`config.mk`:
```
export PLATFORM = sky130hd
export DESIGN_NAME = cross_layer_switch
export DESIGN_NICKNAME = d
export VERILOG_FILES = /design/src/verilog/xl_switch_pkg.sv /design/src/verilog/gmii_frame_rx.sv /design/src/verilog/frame_fifo.sv /design/src/verilog/frame_arbiter.sv /design/src/verilog/gmii_frame_tx.sv /design/src/verilog/cross_layer_switch.sv
export SDC_FILE = /design/constraint.sdc
export NUM_CORES = 2
export LEC_CHECK = 0
export BUFFER_PORTS_ARGS = -buffer_cell sky130_fd_sc_hd__buf_4
export CELL_PAD_IN_SITES_DETAIL_PLACEMENT = 0
export CELL_PAD_IN_SITES_GLOBAL_PLACEMENT = 1
export CORE_ASPECT_RATIO = 1.75
export CORE_MARGIN = 1
export CORE_UTILIZATION = 63
export CTS_BUF_LIST = sky130_fd_sc_hd__clkbuf_2
export DETAILED_ROUTE_END_ITERATION = 10
export PLACE_DENSITY = 0.89
export SKIP_CTS_REPAIR_TIMING = 1
export SYNTH_ARGS = -nofsm -noshare
export SYNTH_HDL_FRONTEND = slang
export SYNTH_MEMORY_MAX_BITS = 65536
export SYNTH_SLANG_ARGS = --single-unit
export TNS_END_PERCENT = 20
```
`constraint.sdc`:
```
create_clock -name clk_int -period 11.6 [get_ports clk_int]
set_clock_uncertainty 0.05 [all_clocks]
set_input_delay 0.58 -clock clk_int [delete_from_list [all_inputs] [get_ports clk_int]]
set_output_delay 0.58 -clock clk_int [all_outputs]
set_load 0.01 [all_outputs]
```
`src/verilog/xl_switch_pkg.sv`:
```
package xl_switch_pkg;

    // stream and gmii byte width
    localparam int DATA_W = 8;
    typedef logic [DATA_W-1:0] byte_t;

    // frame fifo sizing, 256 bytes per source
    localparam int FIFO_ADDR_W = 8;
    localparam int FIFO_DEPTH = 2 ** FIFO_ADDR_W;

    // per-source transmit frame counters
    localparam int CNT_W = 16;
    typedef logic [CNT_W-1:0] frame_count_t;

    // ethernet framing on the wire
    localparam int PREAMBLE_LEN = 7;
    localparam byte_t ETH_PREAMBLE = 8'h55;
    localparam byte_t ETH_SFD = 8'hD5;
    // minimum idle cycles between two bursts
    localparam int IFG_CYCLES = 12;

    // processor gmii receiver
    typedef enum logic [1:0] {
        RX_IDLE,
        RX_PREAMBLE,
        RX_DATA,
        RX_DROP
    } rx_state_t;

    // phy gmii transmitter
    typedef enum logic [2:0] {
        TX_IDLE,
        TX_PREAMBLE,
        TX_SFD,
        TX_DATA,
        TX_IFG
    } tx_state_t;

    // arbiter inputs
    typedef enum logic {
        SRC_PS,
        SRC_CS
    } source_t;

endpackage

```
`src/verilog/gmii_frame_rx.sv`:
```
`timescale 1ns/1ps

module gmii_frame_rx (
    input  logic                 clk_int,
    input  logic                 rst_int,
    input  xl_switch_pkg::byte_t gmii_rxd,
    input  logic                 gmii_rx_dv,
    input  logic                 gmii_rx_er,
    output xl_switch_pkg::byte_t data,
    output logic                 valid,
    output logic                 last,
    output logic                 user
);

    xl_switch_pkg::rx_state_t state;
    // one byte kept back, last is only known when dv falls
    xl_switch_pkg::byte_t hold;
    logic hold_valid;
    // sticky tx_er over the whole frame
    logic err;

    always_ff @(posedge clk_int) begin
        if (rst_int) begin
            state <= xl_switch_pkg::RX_IDLE;
            hold_valid <= 1'b0;
            err <= 1'b0;
            valid <= 1'b0;
            last <= 1'b0;
            user <= 1'b0;
        end else begin
            // output is a single-cycle strobe per byte
            valid <= 1'b0;
            last <= 1'b0;
            user <= 1'b0;
            case (state)
                xl_switch_pkg::RX_IDLE: begin
                    err <= gmii_rx_er;
                    if (gmii_rx_dv) begin
                        if (gmii_rxd == xl_switch_pkg::ETH_SFD) begin
                            state <= xl_switch_pkg::RX_DATA;
                        end else if (gmii_rxd == xl_switch_pkg::ETH_PREAMBLE) begin
                            state <= xl_switch_pkg::RX_PREAMBLE;
                        end else begin
                            state <= xl_switch_pkg::RX_DROP;
                        end
                    end
                end
                xl_switch_pkg::RX_PREAMBLE: begin
                    err <= err | gmii_rx_er;
                    // frame ended before sfd, nothing emitted
                    if (!gmii_rx_dv) begin
                        state <= xl_switch_pkg::RX_IDLE;
                    end else if (gmii_rxd == xl_switch_pkg::ETH_SFD) begin
                        state <= xl_switch_pkg::RX_DATA;
                    end else if (gmii_rxd != xl_switch_pkg::ETH_PREAMBLE) begin
                        state <= xl_switch_pkg::RX_DROP;
                    end
                end
                xl_switch_pkg::RX_DATA: begin
                    data <= hold;
                    valid <= hold_valid;
                    if (gmii_rx_dv) begin
                        // push new byte in, previous one goes out
                        err <= err | gmii_rx_er;
                        hold <= gmii_rxd;
                        hold_valid <= 1'b1;
                    end else begin
                        // dv fell, held byte closes the frame
                        last <= hold_valid;
                        user <= hold_valid & err;
                        hold_valid <= 1'b0;
                        state <= xl_switch_pkg::RX_IDLE;
                    end
                end
                xl_switch_pkg::RX_DROP: begin
                    // garbage before sfd, wait for dv low
                    if (!gmii_rx_dv) begin
                        state <= xl_switch_pkg::RX_IDLE;
                    end
                end
                default: state <= xl_switch_pkg::RX_IDLE;
            endcase
        end
    end

endmodule

```
`src/verilog/frame_fifo.sv`:
```
`timescale 1ns/1ps

module frame_fifo #(
    // writer cannot be stalled, so a full fifo always drops the frame
    parameter bit DROP_WHEN_FULL = 1'b0
) (
    input  logic                 clk_int,
    input  logic                 rst_int,
    input  xl_switch_pkg::byte_t in_data,
    input  logic                 in_valid,
    output logic                 in_ready,
    input  logic                 in_last,
    input  logic                 in_user,
    output xl_switch_pkg::byte_t out_data,
    output logic                 out_valid,
    input  logic                 out_ready,
    output logic                 out_last,
    output logic                 overflow,
    output logic                 bad_frame,
    output logic                 good_frame
);

    // extra msb tells full from empty
    typedef logic [xl_switch_pkg::FIFO_ADDR_W:0] ptr_t;

    // each entry is {last, byte}
    logic [xl_switch_pkg::DATA_W:0] mem [xl_switch_pkg::FIFO_DEPTH];
    logic [xl_switch_pkg::DATA_W:0] rd_entry;

    ptr_t wr_ptr;
    // wr_ptr as of the last good frame, reader stops here
    ptr_t commit_ptr;
    ptr_t rd_ptr;
    // current frame overflowed, swallow the rest of it
    logic drop;

    logic full;
    logic has_frame;
    logic accept;
    logic wr_en;

    assign full = (wr_ptr ^ rd_ptr) == ptr_t'(xl_switch_pkg::FIFO_DEPTH);
    assign has_frame = commit_ptr != rd_ptr;

    // only stall when a committed frame can still drain
    assign in_ready = DROP_WHEN_FULL || !full || drop || !has_frame;
    assign accept = in_valid && in_ready;
    assign wr_en = accept && !drop && !full;

    always_ff @(posedge clk_int) begin
        if (wr_en) begin
            mem[wr_ptr[xl_switch_pkg::FIFO_ADDR_W-1:0]] <= {in_last, in_data};
        end
    end

    always_ff @(posedge clk_int) begin
        if (rst_int) begin
            wr_ptr <= '0;
            commit_ptr <= '0;
            rd_ptr <= '0;
            drop <= 1'b0;
            overflow <= 1'b0;
            bad_frame <= 1'b0;
            good_frame <= 1'b0;
        end else begin
            overflow <= 1'b0;
            bad_frame <= 1'b0;
            good_frame <= 1'b0;
            if (wr_en) begin
                wr_ptr <= wr_ptr + 1'b1;
            end
            // accepted but not stored, frame is lost
            if (accept && !wr_en) begin
                drop <= 1'b1;
            end
            if (accept && in_last) begin
                drop <= 1'b0;
                if (drop || full) begin
                    wr_ptr <= commit_ptr;
                    overflow <= 1'b1;
                end else if (in_user) begin
                    // bad frame, roll back
                    wr_ptr <= commit_ptr;
                    bad_frame <= 1'b1;
                end else begin
                    commit_ptr <= wr_ptr + 1'b1;
                    good_frame <= 1'b1;
                end
            end
            if (out_valid && out_ready) begin
                rd_ptr <= rd_ptr + 1'b1;
            end
        end
    end

    // read side sees committed bytes only
    assign rd_entry = mem[rd_ptr[xl_switch_pkg::FIFO_ADDR_W-1:0]];
    assign out_valid = has_frame;
    assign out_data = rd_entry[xl_switch_pkg::DATA_W-1:0];
    assign out_last = rd_entry[xl_switch_pkg::DATA_W];

endmodule

```
`src/verilog/frame_arbiter.sv`:
```
`timescale 1ns/1ps

module frame_arbiter (
    input  logic                        clk_int,
    input  logic                        rst_int,
    input  xl_switch_pkg::byte_t        ps_data,
    input  logic                        ps_valid,
    output logic                        ps_ready,
    input  logic                        ps_last,
    input  xl_switch_pkg::byte_t        cs_data,
    input  logic                        cs_valid,
    output logic                        cs_ready,
    input  logic                        cs_last,
    output xl_switch_pkg::byte_t        out_data,
    output logic                        out_valid,
    input  logic                        out_ready,
    output logic                        out_last,
    output xl_switch_pkg::frame_count_t ps_frame_count,
    output xl_switch_pkg::frame_count_t cs_frame_count
);

    xl_switch_pkg::source_t grant;
    xl_switch_pkg::source_t last_src;
    xl_switch_pkg::source_t pick;
    // grant is locked for a whole frame
    logic busy;
    logic sel_cs;
    logic frame_done;

    // round robin, the source not served last wins a tie
    always_comb begin
        if (ps_valid && cs_valid) begin
            pick = (last_src == xl_switch_pkg::SRC_PS) ? xl_switch_pkg::SRC_CS
                                                       : xl_switch_pkg::SRC_PS;
        end else if (cs_valid) begin
            pick = xl_switch_pkg::SRC_CS;
        end else begin
            pick = xl_switch_pkg::SRC_PS;
        end
    end

    // mux straight through to the granted source
    assign sel_cs = grant == xl_switch_pkg::SRC_CS;
    assign out_data = sel_cs ? cs_data : ps_data;
    assign out_last = sel_cs ? cs_last : ps_last;
    assign out_valid = busy && (sel_cs ? cs_valid : ps_valid);
    assign ps_ready = busy && !sel_cs && out_ready;
    assign cs_ready = busy && sel_cs && out_ready;

    assign frame_done = out_valid && out_ready && out_last;

    always_ff @(posedge clk_int) begin
        if (rst_int) begin
            busy <= 1'b0;
            grant <= xl_switch_pkg::SRC_PS;
            // ps goes first on the first tie
            last_src <= xl_switch_pkg::SRC_CS;
            ps_frame_count <= '0;
            cs_frame_count <= '0;
        end else if (!busy) begin
            if (ps_valid || cs_valid) begin
                busy <= 1'b1;
                grant <= pick;
            end
        end else if (frame_done) begin
            busy <= 1'b0;
            last_src <= grant;
            if (sel_cs) begin
                cs_frame_count <= cs_frame_count + 1'b1;
            end else begin
                ps_frame_count <= ps_frame_count + 1'b1;
            end
        end
    end

endmodule

```
`src/verilog/gmii_frame_tx.sv`:
```
`timescale 1ns/1ps

module gmii_frame_tx (
    input  logic                 clk_int,
    input  logic                 rst_int,
    input  xl_switch_pkg::byte_t in_data,
    input  logic                 in_valid,
    output logic                 in_ready,
    input  logic                 in_last,
    output xl_switch_pkg::byte_t gmii_txd,
    output logic                 gmii_tx_en
);

    // shared by preamble and ifg, sized for the larger
    typedef logic [$clog2(xl_switch_pkg::IFG_CYCLES + 1)-1:0] cnt_t;

    xl_switch_pkg::tx_state_t state;
    cnt_t cnt;

    // bytes pulled only while data goes on the wire
    assign in_ready = state == xl_switch_pkg::TX_DATA;

    always_ff @(posedge clk_int) begin
        if (rst_int) begin
            state <= xl_switch_pkg::TX_IDLE;
            cnt <= '0;
            gmii_txd <= '0;
            gmii_tx_en <= 1'b0;
        end else begin
            case (state)
                xl_switch_pkg::TX_IDLE: begin
                    gmii_txd <= '0;
                    gmii_tx_en <= 1'b0;
                    if (in_valid) begin
                        // first preamble byte goes out right away
                        gmii_txd <= xl_switch_pkg::ETH_PREAMBLE;
                        gmii_tx_en <= 1'b1;
                        cnt <= cnt_t'(xl_switch_pkg::PREAMBLE_LEN - 1);
                        state <= xl_switch_pkg::TX_PREAMBLE;
                    end
                end
                xl_switch_pkg::TX_PREAMBLE: begin
                    // cnt is preamble bytes still to send
                    gmii_txd <= xl_switch_pkg::ETH_PREAMBLE;
                    cnt <= cnt - 1'b1;
                    if (cnt == 1) begin
                        state <= xl_switch_pkg::TX_SFD;
                    end
                end
                xl_switch_pkg::TX_SFD: begin
                    gmii_txd <= xl_switch_pkg::ETH_SFD;
                    state <= xl_switch_pkg::TX_DATA;
                end
                xl_switch_pkg::TX_DATA: begin
                    gmii_txd <= in_data;
                    gmii_tx_en <= in_valid;
                    if (in_valid && in_last) begin
                        cnt <= cnt_t'(xl_switch_pkg::IFG_CYCLES - 1);
                        state <= xl_switch_pkg::TX_IFG;
                    end
                end
                xl_switch_pkg::TX_IFG: begin
                    // line idle for the inter-frame gap
                    gmii_txd <= '0;
                    gmii_tx_en <= 1'b0;
                    cnt <= cnt - 1'b1;
                    if (cnt == 0) begin
                        state <= xl_switch_pkg::TX_IDLE;
                    end
                end
                default: state <= xl_switch_pkg::TX_IDLE;
            endcase
        end
    end

endmodule

```
`src/verilog/cross_layer_switch.sv`:
```
`timescale 1ns/1ps

module cross_layer_switch (
    input  logic                        clk_int,
    input  logic                        rst_int,
    input  xl_switch_pkg::byte_t        ps_gmii_txd,
    input  logic                        ps_gmii_tx_en,
    input  logic                        ps_gmii_tx_er,
    input  xl_switch_pkg::byte_t        cs_data,
    input  logic                        cs_valid,
    output logic                        cs_ready,
    input  logic                        cs_last,
    input  logic                        cs_user,
    output xl_switch_pkg::byte_t        phy_gmii_txd,
    output logic                        phy_gmii_tx_en,
    output logic                        ps_fifo_overflow,
    output logic                        ps_fifo_bad_frame,
    output logic                        ps_fifo_good_frame,
    output logic                        cs_fifo_overflow,
    output logic                        cs_fifo_bad_frame,
    output logic                        cs_fifo_good_frame,
    output xl_switch_pkg::frame_count_t ps_tx_frame_count,
    output xl_switch_pkg::frame_count_t cs_tx_frame_count
);

    // processor gmii turned into a stream, no ready on this hop
    xl_switch_pkg::byte_t ps_rx_data;
    logic ps_rx_valid;
    logic ps_rx_last;
    logic ps_rx_user;

    // fifo outputs into the arbiter
    xl_switch_pkg::byte_t ps_q_data;
    logic ps_q_valid;
    logic ps_q_ready;
    logic ps_q_last;
    xl_switch_pkg::byte_t cs_q_data;
    logic cs_q_valid;
    logic cs_q_ready;
    logic cs_q_last;

    // arbiter to transmitter
    xl_switch_pkg::byte_t arb_data;
    logic arb_valid;
    logic arb_ready;
    logic arb_last;

    gmii_frame_rx i_gmii_frame_rx (
        .clk_int    (clk_int),
        .rst_int    (rst_int),
        .gmii_rxd   (ps_gmii_txd),
        .gmii_rx_dv (ps_gmii_tx_en),
        .gmii_rx_er (ps_gmii_tx_er),
        .data       (ps_rx_data),
        .valid      (ps_rx_valid),
        .last       (ps_rx_last),
        .user       (ps_rx_user)
    );

    // processor cannot be stalled
    frame_fifo #(
        .DROP_WHEN_FULL (1'b1)
    ) ps_fifo (
        .clk_int    (clk_int),
        .rst_int    (rst_int),
        .in_data    (ps_rx_data),
        .in_valid   (ps_rx_valid),
        .in_ready   (),
        .in_last    (ps_rx_last),
        .in_user    (ps_rx_user),
        .out_data   (ps_q_data),
        .out_valid  (ps_q_valid),
        .out_ready  (ps_q_ready),
        .out_last   (ps_q_last),
        .overflow   (ps_fifo_overflow),
        .bad_frame  (ps_fifo_bad_frame),
        .good_frame (ps_fifo_good_frame)
    );

    frame_fifo #(
        .DROP_WHEN_FULL (1'b0)
    ) cs_fifo (
        .clk_int    (clk_int),
        .rst_int    (rst_int),
        .in_data    (cs_data),
        .in_valid   (cs_valid),
        .in_ready   (cs_ready),
        .in_last    (cs_last),
        .in_user    (cs_user),
        .out_data   (cs_q_data),
        .out_valid  (cs_q_valid),
        .out_ready  (cs_q_ready),
        .out_last   (cs_q_last),
        .overflow   (cs_fifo_overflow),
        .bad_frame  (cs_fifo_bad_frame),
        .good_frame (cs_fifo_good_frame)
    );

    frame_arbiter i_frame_arbiter (
        .clk_int        (clk_int),
        .rst_int        (rst_int),
        .ps_data        (ps_q_data),
        .ps_valid       (ps_q_valid),
        .ps_ready       (ps_q_ready),
        .ps_last        (ps_q_last),
        .cs_data        (cs_q_data),
        .cs_valid       (cs_q_valid),
        .cs_ready       (cs_q_ready),
        .cs_last        (cs_q_last),
        .out_data       (arb_data),
        .out_valid      (arb_valid),
        .out_ready      (arb_ready),
        .out_last       (arb_last),
        .ps_frame_count (ps_tx_frame_count),
        .cs_frame_count (cs_tx_frame_count)
    );

    gmii_frame_tx i_gmii_frame_tx (
        .clk_int    (clk_int),
        .rst_int    (rst_int),
        .in_data    (arb_data),
        .in_valid   (arb_valid),
        .in_ready   (arb_ready),
        .in_last    (arb_last),
        .gmii_txd   (phy_gmii_txd),
        .gmii_tx_en (phy_gmii_tx_en)
    );

endmodule

```
---- Yosys cells after proc, flatten, opt, wreduce, memory -nomap -nowiden ----
Memories as Yosys holds them, arrays and structs flattened. A register that Yosys moved wholly into a read port is not among the register bits.
Cells that the tools add are included.
operators by class
  $add $sub $neg .......................... 7
  equal/unequal tests ..................... 23
  mux-type cells .......................... 54
  bitwise operators ....................... 14
  reduce and logical (&&, ||, !) cells .... 62
operators with widths
  operator                                              number
  two-way mux 9 bit                                     8
  two-way mux 8 bit                                     5
  one-hot mux 8 bit (5 select lines)                    1
  adder 9 x 1 -> 9 bit (second input constant)          4
  adder 16 x 1 -> 16 bit (second input constant)        2
  two-way mux 1 bit                                     21
  AND reduction 3 bit                                   7
  logical AND 1 bit                                     20
  equality test 9 bit (second input constant)           2
  inequality test 9 bit                                 2
  XOR 9 bit                                             2
  one-hot mux 3 bit (5 select lines)                    1
  two-way mux 2 bit                                     7
  OR reduction 2 bit                                    7
  two-way mux 3 bit                                     4
  one-hot mux 4 bit (3 select lines)                    1
  inverter 1 bit                                        10
  nonzero test 3 bit                                    3
  OR reduction 3 bit                                    3
  equality test 8 x 7 -> 1 bit (second input constant)  1
  equality test 8 bit (second input constant)           1
  logical NOT 1 bit                                     8
  two-way mux 4 bit                                     2
  inequality test 2 bit (second input constant)         4
  22 further kinds                                      34
storage, ports and cells
  register bits after elaboration ......... 136
  memory bits (writable) .................. 4608
  input bits .............................. 23
  output and inout port bits .............. 48
  word-level logic and storage cells ...... 193
  memories ................................ 2
memories
  memory       depth  width  read ports  clocked after memory_dff  write ports  line              text
  cs_fifo.mem  256    9      1           1                         1            frame_fifo.sv:27  logic [xl_switch_pkg::DATA_W:0] mem [xl_switch_pkg::FIFO_DEPTH];
  ps_fifo.mem  256    9      1           1                         1            frame_fifo.sv:27

---- Logic depth before layout (Yosys ltp) ----
  depth after elaboration ................. 12
  depth in mapped cells ................... 14
  mapped depth without buffers ............ 8

---- Modules after synthesis ----
Synthesis repeated with hierarchy kept, for this count alone.
unflattened totals
  cell total of the unflattened synthesis .. 9056
  area, all modules ....................... 185381.5 µm²
by module, submodules not included
  module                times used  cells an instance  area each (µm²)  sequential area each (µm²)
  frame_fifo (cs_fifo)  1           4408               90981.0          69967.1
  frame_fifo (ps_fifo)  1           4279               90847.1          69967.1
  frame_arbiter         1           208                1757.9           700.7
  gmii_frame_rx         1           61                 913.4            620.6
  gmii_frame_tx         1           100                882.1            320.3

---- Worst setup path before layout ----
No wires, ideal clock.
  path type ............................... register to register
  start point ............................. reg i_gmii_frame_rx.last
  end point ............................... reg ps_fifo.commit_ptr[6]
  library setup time ...................... 0.086 ns
  data arrival time ....................... 5.001 ns
  data required time ...................... 11.464 ns
  setup slack ............................. 6.464 ns
  cell stages (with the launch flop) ...... 6
  period minus slack after synthesis ...... 5.136 ns
  path through ............................ dfxtp_1 -> nand2_1 -> nor2_1 -> clkbuf_1 -> nor2_1 -> a211oi_1
between the ends
  longest elaborated chain between the ends .. 2
ends and longest elaborated chain
  what                                  line                 text
  start: declaration                    gmii_frame_rx.sv:11  output logic last,
  start signal: assignment              gmii_frame_rx.sv:69  last <= hold_valid;
  logical AND 1 bit                     frame_fifo.sv:76     if (accept && in_last) begin
  AND reduction 3 bit (no source line)  --
  end signal: assignment                frame_fifo.sv:86     commit_ptr <= wr_ptr + 1'b1;
  end: declaration                      frame_fifo.sv:32     ptr_t commit_ptr;
Every way passes these cells.
A chain may end at the register's enable or synchronous reset.

==> results.ini <==
[grt]
globalRoute.totalOverflow = 0
grt_util_all_layers = 0.3114
grt_pass1_vias = 94630
antenna_found_initial = 24
grt_start_max_net_pins = 181
grt_pass1_wl_mm = 651.4

[clock_tree]
clk_path_buf_depth = 4
cts_made_buffers = 940
clock_latency_ns = 2.07
path_clk_slew_ns = 0.14
clock-sinks = 4760
htree_num_levels = 6
cts_root_buf = clkbuf_2
cts_tree = built

[final_layout]
final_cell_mix = 4624 x edfxtp_1, 1396 x mux4_2, 1281 x clkbuf_2
stdcell_area_sq_um = 198700
syn_to_final_growth_pct = 7.690
final_common_cell = edfxtp_1
final_nets = 9046
multi_input_area_sq_um = 40500
fill_cells = 17540
drive_above_1_share = 0.3154
register_area_sq_um = 141600

[setup_path]
crit_buf_inv = 2
r2r-end = i_gmii_frame_tx.gmii_txd[0]
startpoint_type = flop
crit_type = flop to flop
cp_max_fo = 47
critPathCapture = i_gmii_frame_tx.gmii_txd[0]
cp.required_ns = 13.42
cp_slowest_stage_delay_ns = 1.09
path_delay_family = compound AO/OA/AOI/OAI gates
critical_path_depth = 10
cp-end-kind = flop
crit_path_top_delay_cell = a221oi_1
reg2reg_slack_ns = 5.29
cp_cell_sequence = buf_4, buf_4, mux4_2, mux4_2, a22o_1, a221oi_1, o22ai_1, nor3_1, a221o_1, a21oi_1
critical_path_arrival_ns = 8.13
reg2reg_depth = 10

[synth]
synthFlopType = edfxtp_1
synth_nets = 8298
syn_avg_cell_area_sq_um = 22.35
yosys.cell_types.count = 74
yosys_warnings = 0
synth-seq-cells = 4760
async_flop_share = 0
syn_area_sq_um = 184500
synth_edf_count = 4624
syn_inst = 8256
yosysSeqAreaShare = 0.7673

[sta]
hold_ws_ns = 0.08732
setup-tns-final_ns = 0
worst_pin_slew_ns = 1.545
max_freq_ghz = 0.1584
max-slew-margin-rel = -0.02977
fin_ws_ns = 5.286
fin_crit_sh = 0.5443
finalCriticalPeriod_ns = 6.314
maxSlewViolCount = 2
finalHoldViolations = 0
setup_violations = 0
grt_setup_unrepaired = false

[power]
ir_worst_vdd_uv = 88.38
finalPower_uw = 29560
leakage_uw = 0.06082
p_per_area_nw_per_um2 = 148.8

[route]
totalWireLength_mm = 458.5
viasPerCell = 6.733
wl_per_cell_microns = 33.67
ant_nets = 0
vias = 91690
drc = 0
drt_iter0_markers = 11460
firstDrtPassIters = 6

[job]
drv_cap = 0

[floorplan]
fp.dieW_microns = 411.1
dieArea_sq_um = 295100
io_pins = 71
initial_utilization = 0.6338
coreArea_sq_um = 291100
die_h_microns = 717.9
placementRows = 262

[run_status]
outcome = finished, violations left
violations = max-slew violations

[placed_design]
placed_cell_area_sq_um = 188900
post-place-ws_ns = 5.417
numPortBuffers = 70
dpl.hpwl_mm = 289.6
gp_congestion = 0.9206

[hold_path]
hold_path.class = input pin to flop

stage by stage:
stage | instances | util
6_report | 13620 | 0.6826
5_1_grt | 13610 | 0.6825
4_1_cts | 13530 | 0.6796
3_5_place_dp | 11820 | 0.6490
3_3_place_gp | 11820 | 0.6489
2_1_floorplan | 8256 | -
cells in the mapped netlist (45+ instances only):
master    instances  area share
edfxtp_1       4624        0.75
mux4_2         1396        0.17
nor2_1          629       0.013
clkbuf_1        236      0.0048
dfxtp_1         136       0.015
nand2_1         130      0.0026
buf_2           120      0.0033
nand3_1          72      0.0020
mux2i_1          66      0.0036
a21oi_1          65      0.0018
xor2_1           56      0.0027
a22oi_1          52      0.0021
a22o_1           47      0.0022
buf_4            46      0.0019
a221oi_1         45      0.0021
buf_1            45     0.00092
power breakdown:
part	switching, uW	total, uW	internal (uW)
clock network	6250	9930	3670
logic	514	639	125
registers	61.3	19000	18900
total	6830	29600	22700
metal layers:
metal	track usage	wire length, microns	up-vias
met5	0	164	-
met4	0.2227	38420	24
met3	0.06520	40060	1451
met2	0.5301	239600	6007
met1	0.3480	140300	47220
li1	-	-	36990
cells by family (layout without fill, tap and decap cells):
family | count (synthesis) | after routing | share of synthesized area
flops | 4760 | 4760 | 0.7673
simple gates | 1038 | 1038 | 0.02453
buf+inv | 509 | 2024 | 0.01354
xor+xnor | 87 | 87 | 0.004130
other cells | 0 | 19 | 0
compound gates | 374 | 374 | 0.01478
fa+ha+maj | 19 | 19 | 0.001288
mux | 1469 | 1469 | 0.1744
state kept, by name (all words and copies together), names as in the netlist, 2 cells and up, named ones only:
register and flops:
ps_fifo.mem 2304, ps_fifo.commit_ptr 9, ps_fifo.rd_ptr 9, cs_fifo.rd_ptr 9, i_gmii_frame_tx.state 3, i_frame_arbiter.ps_frame_count 16, i_gmii_frame_tx.gmii_txd 8, i_gmii_frame_rx.state 2
i_gmii_frame_tx.cnt 4, i_frame_arbiter.cs_frame_count 16, i_gmii_frame_rx.data 8, i_gmii_frame_rx.hold 8, cs_fifo.mem 2304, cs_fifo.wr_ptr 9, cs_fifo.commit_ptr 9, ps_fifo.wr_ptr 9
worst min path at each step:
stage                       startpoint  slack (ns)  cells after the start                      end
2_1_floorplan  i_gmii_frame_rx.hold[0]        0.35                      0  i_gmii_frame_rx.data[0]
3_3_place_gp   i_gmii_frame_rx.hold[4]        0.36                      0  i_gmii_frame_rx.data[4]
3_5_place_dp   i_gmii_frame_rx.hold[1]        0.36                      0  i_gmii_frame_rx.data[1]
4_1_cts                 ps_gmii_txd[2]       -1.49                      1  i_gmii_frame_rx.hold[2]
5_1_grt                     cs_data[5]        0.04                      2       cs_fifo.mem[55][5]
6_report                    cs_data[5]        0.09                      2      cs_fifo.mem[191][5]
worst reg2reg max path, stage by stage, from the launching register on:
cell,delay [ns]
dfxtp_4,0.96
buf_4,0.90
buf_4,0.80
mux4_2,0.69
mux4_2,0.53
a22o_1,0.21
a221oi_1,1.09
o22ai_1,0.18
nor3_1,0.52
a221o_1,0.26
a21oi_1,0.05
final cells by class:
| cell class | instances | area share |
|---|---|---|
| Clock inverter | 428 | 0.01267 |
| Multi-Input combinational cell | 2987 | 0.2038 |
| Clock buffer | 1281 | 0.03227 |
| Tap cell | 3828 | 0.02411 |
| Sequential cell | 4760 | 0.7127 |
| Timing Repair Buffer | 287 | 0.01363 |
| Inverter | 28 | 0.0005290 |
| Antenna cell | 19 | 0.0002393 |
Power figures use the tool's default switching activity.
